[config.mk]
export PLATFORM = sky130hd
export DESIGN_NAME = simd_alu_top
export DESIGN_NICKNAME = d
export VERILOG_FILES = /design/src/hw/simd_alu_pkg.sv /design/src/hw/simd_alu_top.sv /design/src/hw/simd_lane_adder.sv /design/src/hw/simd_lane_compare.sv /design/src/hw/simd_result_stage.sv /design/src/hw/wb_operand_regs.sv
export SDC_FILE = /design/constraint.sdc
export NUM_CORES = 1
export LEC_CHECK = 0
export ABC_AREA = 1
export CAP_MARGIN = 20
export CELL_PAD_IN_SITES_DETAIL_PLACEMENT = 0
export CELL_PAD_IN_SITES_GLOBAL_PLACEMENT = 1
export CORE_MARGIN = 2
export CORE_UTILIZATION = 42
export CTS_BUF_LIST = sky130_fd_sc_hd__clkbuf_4
export DETAILED_ROUTE_END_ITERATION = 10
export DONT_BUFFER_PORTS = 1
export GPL_TIMING_DRIVEN = 0
export PLACE_DENSITY = 0.83
export SLEW_MARGIN = 15
export SYNTH_ARGS = -nofsm -noshare
export SYNTH_HDL_FRONTEND = slang
export SYNTH_HIERARCHICAL = 1
export SYNTH_SLANG_ARGS = --single-unit
[constraint.sdc]
create_clock -name clk_i -period 4.8 [get_ports clk_i]
set_input_delay 0 -clock clk_i [delete_from_list [all_inputs] [get_ports clk_i]]
set_output_delay 0 -clock clk_i [all_outputs]
set_load 0.01 [all_outputs]
[src/hw/simd_alu_pkg.sv]
/*
  Packed-SIMD ALU shared definitions
  Register map, operation codes, decoded command and lane views
*/
package simd_alu_pkg;

  localparam int DATA_W = 32;
  localparam int ADDR_W = 2;

  // Word addresses of the register map
  localparam logic [ADDR_W-1:0] REG_OPA    = 2'd0;
  localparam logic [ADDR_W-1:0] REG_OPB    = 2'd1;
  localparam logic [ADDR_W-1:0] REG_CTRL   = 2'd2;
  localparam logic [ADDR_W-1:0] REG_RESULT = 2'd3;

  typedef enum logic {
    LANE8  = 1'b0,
    LANE16 = 1'b1
  } lane_width_e;

  // Code 0 is left invalid so a cleared control word does nothing
  typedef enum logic [4:0] {
    ADD    = 5'd1,  SUB    = 5'd2,  RADD   = 5'd3,  RSUB   = 5'd4,
    URADD  = 5'd5,  URSUB  = 5'd6,  KADD   = 5'd7,  KSUB   = 5'd8,
    UKADD  = 5'd9,  UKSUB  = 5'd10, CMPEQ  = 5'd11, SCMPLT = 5'd12,
    SCMPLE = 5'd13, UCMPLT = 5'd14, UCMPLE = 5'd15, SMIN   = 5'd16,
    SMAX   = 5'd17, UMIN   = 5'd18, UMAX   = 5'd19
  } simd_op_e;

  typedef struct packed {
    logic [22:0] rsvd_hi;
    lane_width_e width;
    logic [2:0]  rsvd_lo;
    simd_op_e    op;
  } ctrl_word_t;

  typedef enum logic [1:0] {WRAP, HALVE, SAT} add_mode_e;
  typedef enum logic [2:0] {EQ, LT, LE, MIN, MAX} cmp_kind_e;
  typedef enum logic [1:0] {RES_ADDER, RES_COMPARE, RES_NONE} res_class_e;

  typedef struct packed {
    lane_width_e width;
    logic        is_signed;
    logic        is_sub;
    add_mode_e   add_mode;
    cmp_kind_e   cmp_kind;
    res_class_e  res_class;
  } alu_cmd_t;

  // Same data word seen as bytes or as halfwords
  typedef union packed {
    logic [3:0][7:0]  b;
    logic [1:0][15:0] h;
  } lane_word_u;

  ////////////////////////////////////////////////////
  // Saturation limits
  ////////////////////////////////////////////////////
  localparam logic [7:0]  SAT_U_MAX8  = 8'hff;
  localparam logic [7:0]  SAT_S_MAX8  = 8'h7f;
  localparam logic [7:0]  SAT_S_MIN8  = 8'h80;
  localparam logic [15:0] SAT_U_MAX16 = 16'hffff;
  localparam logic [15:0] SAT_S_MAX16 = 16'h7fff;
  localparam logic [15:0] SAT_S_MIN16 = 16'h8000;

endpackage

[src/hw/simd_alu_top.sv]
/*
  Packed-SIMD ALU top level
  Wishbone classic slave around a lane adder and lane comparator
*/
module simd_alu_top (
  input  logic                              clk_i,
  input  logic                              rst_n_i,
  input  logic                              wb_cyc_i,
  input  logic                              wb_stb_i,
  input  logic                              wb_we_i,
  input  logic [simd_alu_pkg::ADDR_W-1:0]   wb_adr_i,
  input  logic [simd_alu_pkg::DATA_W-1:0]   wb_dat_i,
  // Only full-word accesses exist, byte selects are not decoded
  input  logic [3:0]                        wb_sel_i,
  output logic [simd_alu_pkg::DATA_W-1:0]   wb_dat_o,
  output logic                              wb_ack_o
);
  import simd_alu_pkg::*;

  lane_word_u          opa;
  lane_word_u          opb;
  alu_cmd_t            cmd;
  logic                launch;
  logic [DATA_W-1:0]   add_res;
  logic [DATA_W-1:0]   cmp_res;
  logic [DATA_W-1:0]   result;

  wb_operand_regs wb_operand_regs_i (
    .clk_i     (clk_i),
    .rst_n_i   (rst_n_i),
    .wb_cyc_i  (wb_cyc_i),
    .wb_stb_i  (wb_stb_i),
    .wb_we_i   (wb_we_i),
    .wb_adr_i  (wb_adr_i),
    .wb_dat_i  (wb_dat_i),
    .result_i  (result),
    .wb_dat_o  (wb_dat_o),
    .wb_ack_o  (wb_ack_o),
    .opa_o     (opa),
    .opb_o     (opb),
    .cmd_o     (cmd),
    .launch_o  (launch)
  );

  simd_lane_adder simd_lane_adder_i (
    .opa_i       (opa),
    .opb_i       (opb),
    .width_i     (cmd.width),
    .is_signed_i (cmd.is_signed),
    .is_sub_i    (cmd.is_sub),
    .add_mode_i  (cmd.add_mode),
    .add_res_o   (add_res)
  );

  simd_lane_compare simd_lane_compare_i (
    .opa_i       (opa),
    .opb_i       (opb),
    .width_i     (cmd.width),
    .is_signed_i (cmd.is_signed),
    .cmp_kind_i  (cmd.cmp_kind),
    .cmp_res_o   (cmp_res)
  );

  simd_result_stage simd_result_stage_i (
    .clk_i       (clk_i),
    .rst_n_i     (rst_n_i),
    .launch_i    (launch),
    .res_class_i (cmd.res_class),
    .add_res_i   (add_res),
    .cmp_res_i   (cmp_res),
    .result_o    (result)
  );

endmodule

[src/hw/simd_lane_adder.sv]
/*
  Lane adder and subtractor over bytes or halfwords
  Wrapping, halving and saturating result forms
*/
module simd_lane_adder (
  input  simd_alu_pkg::lane_word_u          opa_i,
  input  simd_alu_pkg::lane_word_u          opb_i,
  input  simd_alu_pkg::lane_width_e         width_i,
  input  logic                              is_signed_i,
  input  logic                              is_sub_i,
  input  simd_alu_pkg::add_mode_e           add_mode_i,
  output logic [simd_alu_pkg::DATA_W-1:0]   add_res_o
);
  import simd_alu_pkg::*;

  logic [3:0][7:0] b_in;
  logic [3:0]      cin;
  logic [3:0][8:0] sum;
  logic [3:0]      ext8;
  logic [1:0]      ext16;
  lane_word_u      wrap_res;
  lane_word_u      half8;
  lane_word_u      half16;
  lane_word_u      sat8;
  lane_word_u      sat16;

  ////////////////////////////////////////////////////
  // Byte adders with carry chain for halfwords
  ////////////////////////////////////////////////////
  always_comb begin
    for (int i = 0; i < 4; i++) begin
      b_in[i] = is_sub_i ? ~opb_i.b[i] : opb_i.b[i];
      // Upper byte of a halfword takes the carry from the lower one
      if ((i % 2 == 1) && (width_i == LANE16)) begin
        cin[i] = sum[i-1][8];
      end else begin
        cin[i] = is_sub_i;
      end
      sum[i] = {1'b0, opa_i.b[i]} + {1'b0, b_in[i]} + {8'd0, cin[i]};
    end
  end

  // Bit above the lane msb of the full-precision result
  always_comb begin
    for (int i = 0; i < 4; i++) begin
      ext8[i] = (is_signed_i ? (opa_i.b[i][7] ^ b_in[i][7]) : is_sub_i) ^ sum[i][8];
    end
    for (int j = 0; j < 2; j++) begin
      ext16[j] = (is_signed_i ? (opa_i.h[j][15] ^ b_in[2*j+1][7]) : is_sub_i)
                 ^ sum[2*j+1][8];
    end
  end

  ////////////////////////////////////////////////////
  // Result forms
  ////////////////////////////////////////////////////
  always_comb begin
    for (int i = 0; i < 4; i++) begin
      wrap_res.b[i] = sum[i][7:0];
      half8.b[i]    = {ext8[i], sum[i][7:1]};
      if (is_signed_i) begin
        if (ext8[i] != sum[i][7]) begin
          sat8.b[i] = ext8[i] ? SAT_S_MIN8 : SAT_S_MAX8;
        end else begin
          sat8.b[i] = sum[i][7:0];
        end
      end else if (ext8[i]) begin
        // Carry on add, borrow on subtract
        sat8.b[i] = is_sub_i ? 8'h00 : SAT_U_MAX8;
      end else begin
        sat8.b[i] = sum[i][7:0];
      end
    end

    for (int j = 0; j < 2; j++) begin
      half16.h[j] = {ext16[j], sum[2*j+1][7:0], sum[2*j][7:1]};
      if (is_signed_i) begin
        if (ext16[j] != sum[2*j+1][7]) begin
          sat16.h[j] = ext16[j] ? SAT_S_MIN16 : SAT_S_MAX16;
        end else begin
          sat16.h[j] = wrap_res.h[j];
        end
      end else if (ext16[j]) begin
        sat16.h[j] = is_sub_i ? 16'h0000 : SAT_U_MAX16;
      end else begin
        sat16.h[j] = wrap_res.h[j];
      end
    end
  end

  always_comb begin
    case (add_mode_i)
      HALVE:   add_res_o = (width_i == LANE16) ? half16 : half8;
      SAT:     add_res_o = (width_i == LANE16) ? sat16 : sat8;
      default: add_res_o = wrap_res;
    endcase
  end

endmodule

[src/hw/simd_lane_compare.sv]
/*
  Lane comparator for bytes or halfwords
  Produces compare masks and min/max lane picks
*/
module simd_lane_compare (
  input  simd_alu_pkg::lane_word_u          opa_i,
  input  simd_alu_pkg::lane_word_u          opb_i,
  input  simd_alu_pkg::lane_width_e         width_i,
  input  logic                              is_signed_i,
  input  simd_alu_pkg::cmp_kind_e           cmp_kind_i,
  output logic [simd_alu_pkg::DATA_W-1:0]   cmp_res_o
);
  import simd_alu_pkg::*;

  logic [3:0] eq_b;
  logic [3:0] ltu_b;
  logic [3:0] lts_b;
  logic [3:0] lt_top;
  logic [1:0] eq16;
  logic [1:0] lt16;
  logic [3:0] eq_m;
  logic [3:0] lt_m;
  logic [3:0] le_m;
  lane_word_u res;

  ////////////////////////////////////////////////////
  // Byte compares
  ////////////////////////////////////////////////////
  always_comb begin
    for (int i = 0; i < 4; i++) begin
      eq_b[i]   = opa_i.b[i] == opb_i.b[i];
      ltu_b[i]  = opa_i.b[i] < opb_i.b[i];
      lts_b[i]  = $signed(opa_i.b[i]) < $signed(opb_i.b[i]);
      lt_top[i] = is_signed_i ? lts_b[i] : ltu_b[i];
    end
  end

  // Halfword: sign only matters in the upper byte
  always_comb begin
    for (int j = 0; j < 2; j++) begin
      eq16[j] = eq_b[2*j+1] & eq_b[2*j];
      lt16[j] = lt_top[2*j+1] | (eq_b[2*j+1] & ltu_b[2*j]);
    end
  end

  // One mask bit per byte, shared by both bytes of a halfword
  always_comb begin
    for (int i = 0; i < 4; i++) begin
      eq_m[i] = (width_i == LANE16) ? eq16[i/2] : eq_b[i];
      lt_m[i] = (width_i == LANE16) ? lt16[i/2] : lt_top[i];
      le_m[i] = eq_m[i] | lt_m[i];
    end
  end

  ////////////////////////////////////////////////////
  // Output select
  ////////////////////////////////////////////////////
  always_comb begin
    for (int i = 0; i < 4; i++) begin
      case (cmp_kind_i)
        EQ:      res.b[i] = {8{eq_m[i]}};
        LT:      res.b[i] = {8{lt_m[i]}};
        LE:      res.b[i] = {8{le_m[i]}};
        MIN:     res.b[i] = le_m[i] ? opa_i.b[i] : opb_i.b[i];
        default: res.b[i] = le_m[i] ? opb_i.b[i] : opa_i.b[i];
      endcase
    end
  end

  assign cmp_res_o = res;

endmodule

[src/hw/simd_result_stage.sv]
/*
  Result register
  Loads the adder or comparator word when an operation launches
*/
module simd_result_stage (
  input  logic                              clk_i,
  input  logic                              rst_n_i,
  input  logic                              launch_i,
  input  simd_alu_pkg::res_class_e          res_class_i,
  input  logic [simd_alu_pkg::DATA_W-1:0]   add_res_i,
  input  logic [simd_alu_pkg::DATA_W-1:0]   cmp_res_i,
  output logic [simd_alu_pkg::DATA_W-1:0]   result_o
);
  import simd_alu_pkg::*;

  logic [DATA_W-1:0] result_d;
  logic [DATA_W-1:0] result_q;

  // Invalid ops give zero
  always_comb begin
    case (res_class_i)
      RES_ADDER:   result_d = add_res_i;
      RES_COMPARE: result_d = cmp_res_i;
      default:     result_d = '0;
    endcase
  end

  // Held until the next control write
  always_ff @(posedge clk_i) begin
    if (!rst_n_i) begin
      result_q <= '0;
    end else if (launch_i) begin
      result_q <= result_d;
    end
  end

  assign result_o = result_q;

endmodule

[src/hw/wb_operand_regs.sv]
/*
  Operand and control registers behind a Wishbone classic slave
  Decodes the control word into the ALU command
*/
module wb_operand_regs (
  input  logic                              clk_i,
  input  logic                              rst_n_i,
  input  logic                              wb_cyc_i,
  input  logic                              wb_stb_i,
  input  logic                              wb_we_i,
  input  logic [simd_alu_pkg::ADDR_W-1:0]   wb_adr_i,
  input  logic [simd_alu_pkg::DATA_W-1:0]   wb_dat_i,
  input  logic [simd_alu_pkg::DATA_W-1:0]   result_i,
  output logic [simd_alu_pkg::DATA_W-1:0]   wb_dat_o,
  output logic                              wb_ack_o,
  output simd_alu_pkg::lane_word_u          opa_o,
  output simd_alu_pkg::lane_word_u          opb_o,
  output simd_alu_pkg::alu_cmd_t            cmd_o,
  output logic                              launch_o
);
  import simd_alu_pkg::*;

  logic        req;
  logic        ack_q;
  logic        launch_q;
  lane_word_u  opa_q;
  lane_word_u  opb_q;
  ctrl_word_t  ctrl_q;
  ctrl_word_t  wr_word;
  ctrl_word_t  ctrl_wr;

  // New request only while no ack is pending
  assign req = wb_cyc_i & wb_stb_i & ~ack_q;

  // Keep op and width, reserved bits stay zero
  assign wr_word = ctrl_word_t'(wb_dat_i);
  always_comb begin
    ctrl_wr       = '0;
    ctrl_wr.op    = wr_word.op;
    ctrl_wr.width = wr_word.width;
  end

  ////////////////////////////////////////////////////
  // Bus side registers
  ////////////////////////////////////////////////////
  always_ff @(posedge clk_i) begin
    if (!rst_n_i) begin
      ack_q    <= 1'b0;
      launch_q <= 1'b0;
      opa_q    <= '0;
      opb_q    <= '0;
      ctrl_q   <= '0;
    end else begin
      ack_q    <= req;
      launch_q <= req & wb_we_i & (wb_adr_i == REG_CTRL);
      if (req && wb_we_i) begin
        case (wb_adr_i)
          REG_OPA:  opa_q  <= wb_dat_i;
          REG_OPB:  opb_q  <= wb_dat_i;
          REG_CTRL: ctrl_q <= ctrl_wr;
          default: ;
        endcase
      end
    end
  end

  // Address is held by the master for the whole ack cycle
  always_comb begin
    case (wb_adr_i)
      REG_OPA:  wb_dat_o = opa_q;
      REG_OPB:  wb_dat_o = opb_q;
      REG_CTRL: wb_dat_o = ctrl_q;
      default:  wb_dat_o = result_i;
    endcase
  end

  ////////////////////////////////////////////////////
  // Command decode
  ////////////////////////////////////////////////////
  always_comb begin
    cmd_o           = '0;
    cmd_o.width     = ctrl_q.width;
    cmd_o.add_mode  = WRAP;
    cmd_o.cmp_kind  = EQ;
    cmd_o.res_class = RES_ADDER;
    case (ctrl_q.op)
      ADD:    ;
      SUB:    cmd_o.is_sub = 1'b1;
      RADD:   {cmd_o.is_signed, cmd_o.add_mode} = {1'b1, HALVE};
      RSUB:   {cmd_o.is_signed, cmd_o.is_sub, cmd_o.add_mode} = {2'b11, HALVE};
      URADD:  cmd_o.add_mode = HALVE;
      URSUB:  {cmd_o.is_sub, cmd_o.add_mode} = {1'b1, HALVE};
      KADD:   {cmd_o.is_signed, cmd_o.add_mode} = {1'b1, SAT};
      KSUB:   {cmd_o.is_signed, cmd_o.is_sub, cmd_o.add_mode} = {2'b11, SAT};
      UKADD:  cmd_o.add_mode = SAT;
      UKSUB:  {cmd_o.is_sub, cmd_o.add_mode} = {1'b1, SAT};
      CMPEQ:  cmd_o.res_class = RES_COMPARE;
      SCMPLT: {cmd_o.is_signed, cmd_o.cmp_kind, cmd_o.res_class} = {1'b1, LT, RES_COMPARE};
      SCMPLE: {cmd_o.is_signed, cmd_o.cmp_kind, cmd_o.res_class} = {1'b1, LE, RES_COMPARE};
      UCMPLT: {cmd_o.cmp_kind, cmd_o.res_class} = {LT, RES_COMPARE};
      UCMPLE: {cmd_o.cmp_kind, cmd_o.res_class} = {LE, RES_COMPARE};
      SMIN:   {cmd_o.is_signed, cmd_o.cmp_kind, cmd_o.res_class} = {1'b1, MIN, RES_COMPARE};
      SMAX:   {cmd_o.is_signed, cmd_o.cmp_kind, cmd_o.res_class} = {1'b1, MAX, RES_COMPARE};
      UMIN:   {cmd_o.cmp_kind, cmd_o.res_class} = {MIN, RES_COMPARE};
      UMAX:   {cmd_o.cmp_kind, cmd_o.res_class} = {MAX, RES_COMPARE};
      default: cmd_o.res_class = RES_NONE;
    endcase
  end

  assign wb_ack_o = ack_q;
  assign launch_o = launch_q;
  assign opa_o    = opa_q;
  assign opb_o    = opb_q;

endmodule

# After elaboration in Yosys (flattened, before gate mapping)
# Cells that the tools add are included.
[totals]
out_inout_bits = 33
ramBits = 0
romBits = 0
elab_cells = 172
latchBits = 0
inputBits = 43
n_memories = 0
register_bits = 104
[classes]
mul = 0
n_reduce_logical = 17
bitwise_logic = 27
add_sub_neg = 8
muxes = 70
div_mod_pow = 0
n_eq_ne = 35
n_lt_le_gt_ge = 8
n_shift = 0
[ops]
columns = ["cell", "count"]
rows = [
  ["$mux 8", 29],
  ["$mux 16", 9],
  ["$pmux 32 s2", 2],
  ["$pmux 8 s4", 4],
  ["$pmux 32 s3", 1],
  ["$lt 8x8->1", 8],
  ["$eq 5x4->1 const B", 8],
  ["$add 8x8->9", 4],
  ["$add 9x1->9", 4],
  ["$eq 8x8->1", 4],
  ["$mux 32", 1],
  ["$not 8->8", 4],
  ["$mux 24", 1],
  ["$eq 5x3->1 const B", 4],
  ["$eq 5x5->1 const B", 4],
  ["$mux 1", 20],
  ["$pmux 3 s4", 1],
  ["$eq 5x2->1 const B", 2],
  ["$reduce_or 10->1", 1],
  ["$reduce_or 9->1", 1],
  ["$and 1x1->1", 8],
  ["$pmux 2 s2", 2],
  ["$reduce_or 2->1", 4],
  ["$reduce_or 4->1", 2],
  ["15 further kinds", 37],
]

# Longest topological paths before layout
[depth]
ltp_word = 15
ltp_mapped = 34
ltp_nobuf = 32

# Hierarchy
# Netlist, hierarchy kept.
[by_module_without_submodules]
columns = ["module", "seq_area_each_um2", "area_each_um2", "cells_per_inst", "instances"]
rows = [
  ["simd_lane_adder", 0.0, 3938.8, 726, 1],
  ["wb_operand_regs", 1441.4, 3868.7, 624, 1],
  ["simd_lane_compare", 0.0, 2571.2, 483, 1],
  ["simd_result_stage", 640.6, 1910.6, 279, 1],
]

# Worst setup path after synthesis
# No wires, ideal clock.
[synth_timing]
path_type = "reg2reg"
start = "reg wb_operand_regs_i/ctrl_q[3] (netlist name)"
end = "reg simd_result_stage_i.result_q[10] (netlist: simd_result_stage_i/result_o[10])"
setup_slack_ps = 290
setup_ps = 109
path_buffers = 4
required_ps = 4691
t_arrival_ps = 4401
synth_period_minus_slack_ps = 4510
stages_incl_launch_ff = 34
path_cell_list = "dfxtp_1 -> clkbuf_1 -> inv_1 -> nand3_1 -> a31oi_1 -> buf_6 -> buf_2 -> xor2_1 -> fa_1 -> nand3_1 -> nand2_1 -> nand2_1 -> nand2_1 -> o21ai_0 -> inv_1 -> fa_1 -> fa_1 -> nand3_1 -> nand2_2 -> nand2_2 -> nand2_2 -> nand2_2 -> nand2_2 -> buf_6 -> nand2_8 -> inv_4 -> nor2_4 -> o21ai_1 -> nand3_1 -> a31oi_1 -> nand2_2 -> nand3_1 -> nand2_1 -> inv_1"
[synth_rtl]
columns = ["item", "line_no", "source"]
rows = [
  ["start: declaration", "wb_operand_regs.sv:28", "ctrl_word_t ctrl_q;"],
  ["start signal: assignment", "wb_operand_regs.sv:60", "REG_CTRL: ctrl_q <= ctrl_wr;"],
  ["end signal: assignment", "simd_result_stage.sv:33", "result_q <= result_d;"],
  ["end: declaration", "simd_result_stage.sv:17", "logic [DATA_W-1:0] result_q;"],
]

==> summary.txt <==
Timing
  – Peak Freq: 217 MHz
  – Slew HR: 41.3%
  – Final WS setup: 0.186 ns
  – Worst slew pin tran: 0.876 ns
  – Final Hold Viols: 0
  – Fin crit share: 96.1%
  – Fin crit period: 4.61 ns
  – Final Skew: 0.0183 ns
  – Final setup violation count: 0
  – Max Slew Vio Count: 0
  – Worst Hold Slack: 0.0551 ns
  – Setup TNS: 0 ns

Yosys
  – Number of enable flip-flop cells after synthesis: 0
  – Synth Net Count: 2225
  – Commonest cells in the netlist: nand2_1 (594), inv_1 (266), nor2_1 (265)
  – Synth unique cells: between 50 and 60
  – Yosys reg bits: between 100 and 150
  – Yosys top cell by area: nand2_1
  – Async SR Flop Fraction: 0%
  – Synthesized area: 12300 sq um
  – Top cells by area, synth: nand2_1 (18%), dfxtp_1 (17%), nand3_1 (10%), inv_1 (8.1%), nor2_1 (8.1%)
  – Ys flop type: dfxtp_1
  – Synth top area share: 18.1%
  – Syn Area/Cell: 5.82 sq um
  – Sequential fraction of the synthesis area: around 17%
  – Syn Inst Count: 2112
  – Dominant cell by count in the synthesized netlist: nand2_1
  – Yosys warns: 6

GRT
  – GRT overflow: 0
  – Vias in the first global route: roughly 12000
  – Largest net degree at the start of global routing: 19
  – Global-route wire length before repair: 68400 microns
  – Initial antenna violation count: 1
  – Total Routing Usage GR: 28.4%

Flow run
  – Max Cap Viol: 0

Critical path
  – Cells on worst reg2reg path: 32
  – CP startpoint: wb_operand_regs_i/ctrl_q[2]
  – R2r setup slk: 0.19 ns
  – CP required: 5.28 ns
  – Largest stage delay on the critical path: between 0.4 and 0.5 ns
  – Most frequent CP cell: nand2_4
  – CP arrival: 5.09 ns
  – Worst Setup End Kind: flip-flop
  – Crit start category: flip-flop
  – FF-to-FF End: simd_result_stage_i/result_o[23]
  – CP max-delay cell: dfxtp_4
  – Critical Path End: simd_result_stage_i/result_o[23]
  – Reg2reg start: wb_operand_regs_i/ctrl_q[2]
  – Crit path kind: reg2reg
  – Crit path max fanout: 8

Power and ir drop
  – Seq pwr share: approximately a third
  – Combinational share of power: 46.0%
  – Pwr dens: 183 nW/um^2
  – Max VDD drop: 0.143 mV
  – Leakage: 7.18 nW
  – Sw Ratio: between 40% and 50%
  – Total power: 2.62 mW
  – Psw: 1.15 mW
  – Clock power share: 19.2%
  – P_int: 1.47 mW

Clock network
  – CTS Sinks: 104
  – CTS tree: yes
  – CTS Root Buffer Type: clkbuf_4
  – Worst-path clk slew: 0.18 ns
  – Total CTS buffers: 9
  – Worst skew pair latency: 0.52 ns
  – CTS Buffer Depth: 2
  – H-Tree Depth: 3

Die
  – Die span in y: 175 microns
  – # rows: slightly above 60
  – Die W: 175 microns
  – Die area: 30600 sq um
  – Core Area: ~29000 sq um
  – I/O pin count: 76
  – Initial core utilization: 42.7%

Drt
  – Pre-antenna DRT Iters: 6
  – DRC: 0
  – Routed wire length: between 40000 and 50000 microns
  – Antenna viol nets, final: 0
  – Vias: between 10000 and 15000
  – Drt wl/cell: about 17 microns
  – DR iter-0 viols: 1511
  – Vias per std cell: 5.36

Layout
  – Layout cell share with drive strength beyond 1: roughly 14%
  – Filler Cell Count: between 3000 and 4000
  – P&R area growth vs syn: 16.4%
  – Multi-input logic area: 8820 sq um
  – Final Util: 49.7%
  – Seq. cell area: approximately 2100 sq um
  – Fin area: 14300 sq um
  – Final Non-Filler Cells: about 2600
  – Final nets: between 2000 and 2500

Placement
  – Setup WS pre-CTS: -0.910 ns
  – Port bufs: 0
  – Placer Congestion: 0.931
  – Dpl cells: 2496
  – Post-DP Area: 12800 sq um
  – HPWL after DPL: 35200 microns

Min path
  – Min-Delay Path Class: in2reg

Status
  – Status: complete, no violations
==> timing repair <==
item	CTS	global route
endpoints found under the setup margin	32	32
gates resized for setup	39	81
buffers inserted	9	27
hold buffers	55	0
pin swaps	10	55
endpoints found under the hold margin	74	0
cloned	0	4
==> worst min-delay path by stage <==
stage | from | end | slack (ns) | cells past startpoint
final | wb_cyc_i | wb_operand_regs_i/opb_o[7] | 0.06 | 6
after global routing | wb_we_i | wb_operand_regs_i/opb_o[18] | 0.03 | 5
after CTS | wb_cyc_i | wb_operand_regs_i/ctrl_q[1] | 0.02 | 6
after detailed placement | wb_stb_i | wb_operand_regs_i/wb_ack_o | 0.18 | 2
after global placement | wb_stb_i | wb_operand_regs_i/wb_ack_o | 0.17 | 2
after floorplan | wb_stb_i | wb_operand_regs_i/wb_ack_o | 0.16 | 2
==> layer usage <==
metal | vias to the layer above | share of wire [%] | GRT usage [%]
met5 | - | 0 | 0
met4 | 0 | 2.6 | 8.61
met3 | 65 | 6.5 | 2.87
met2 | 468 | 45 | 45.8
met1 | 6420 | 45 | 39.9
li1 | 7010 | - | -
==> final cells by class <==
type / count / area share (%)
multi-input cells: 1616 / 61.7
plain buffers: 110 / 5.36
clock buffers: 9 / 0.472
diodes: 1 / 0.0175
flip-flops and latches: 104 / 14.6
repair buffers: 94 / 6.40
inverters: 282 / 7.56
well taps: 384 / 3.36
clock inverters: 7 / 0.516
==> state kept, by name (all words and copies together) (netlist names) <==
register and cells:
wb_operand_regs_i/ctrl_q 5, wb_operand_regs_i/opb_o 32, simd_result_stage_i/result_o 32, wb_operand_regs_i/wb_ack_o 1
wb_operand_regs_i/opa_o 32, wb_operand_regs_i/launch_o 1, wb_operand_regs_i/cmd_o 1
==> power groups by stage <==
stage | Clock (mW) | Sequential [mW] | Combinational (mW)
5_1_grt | 0.551 | 0.912 | 1.33
2_1_floorplan | 0 | 0.912 | 0.838
4_1_cts | 0.517 | 0.907 | 1.13
6_report | 0.502 | 0.909 | 1.20
3_5_place_dp | 0 | 0.926 | 1.08
3_3_place_gp | 0 | 0.926 | 1.07
==> cell usage in the layout, fill, tap and decap left out, types with 5 or more instances in the layout <==
master / Yosys / layout
nor2_1: 265 / 263
a21oi_1: 61 / 47
xor2_1: 41 / 33
o21ai_2: 2 / 7
nand3_1: 256 / 245
o211ai_1: 9 / 9
clkbuf_8: 5 / 5
nand2_1: 594 / 578
buf_6: 17 / 17
buf_4: 10 / 43
xnor2_1: 5 / 5
clkbuf_1: 23 / 22
fa_2: 0 / 6
nand2_2: 24 / 29
a31oi_1: 15 / 12
nand4_1: 113 / 113
clkbuf_4: 0 / 9
nor2_2: 6 / 7
nand3_2: 26 / 35
inv_1: 266 / 263
buf_1: 15 / 15
nor2_4: 8 / 9
ha_1: 64 / 63
xor2_2: 0 / 8
inv_6: 1 / 6
o21ai_1: 18 / 18
nor3_1: 6 / 6
a21oi_4: 2 / 6
a21oi_2: 4 / 14
dlygate4sd3_1: 0 / 55
o21ai_0: 55 / 50
dfxtp_1: 104 / 101
inv_2: 11 / 13
nand2_4: 5 / 17
buf_2: 37 / 34
==> kinds of logic after synthesis <==
family / synth area share, %
AND/OR/NAND/NOR: 49.0
buffers and inverters: 14.6
flip-flops: 16.9
AO/OA/AOI/OAI: 8.70
adder cells (fa/ha/maj): 7.49
XOR/XNOR: 3.28
==> worst max-delay path, delay by kind of cell, from the launching register on <==
kind / cells / cell delay, ns
DFF: 1 / 0.42
buffers and inverters: 6 / 0.52
AOI/OAI and AO/OA: 4 / 0.78
xor gates and xnor gates: 1 / 0.07
and+or+nand+nor: 18 / 1.65
adders and majority gates: 3 / 1.14
No activity file was read; power rests on OpenSTA's default activity.
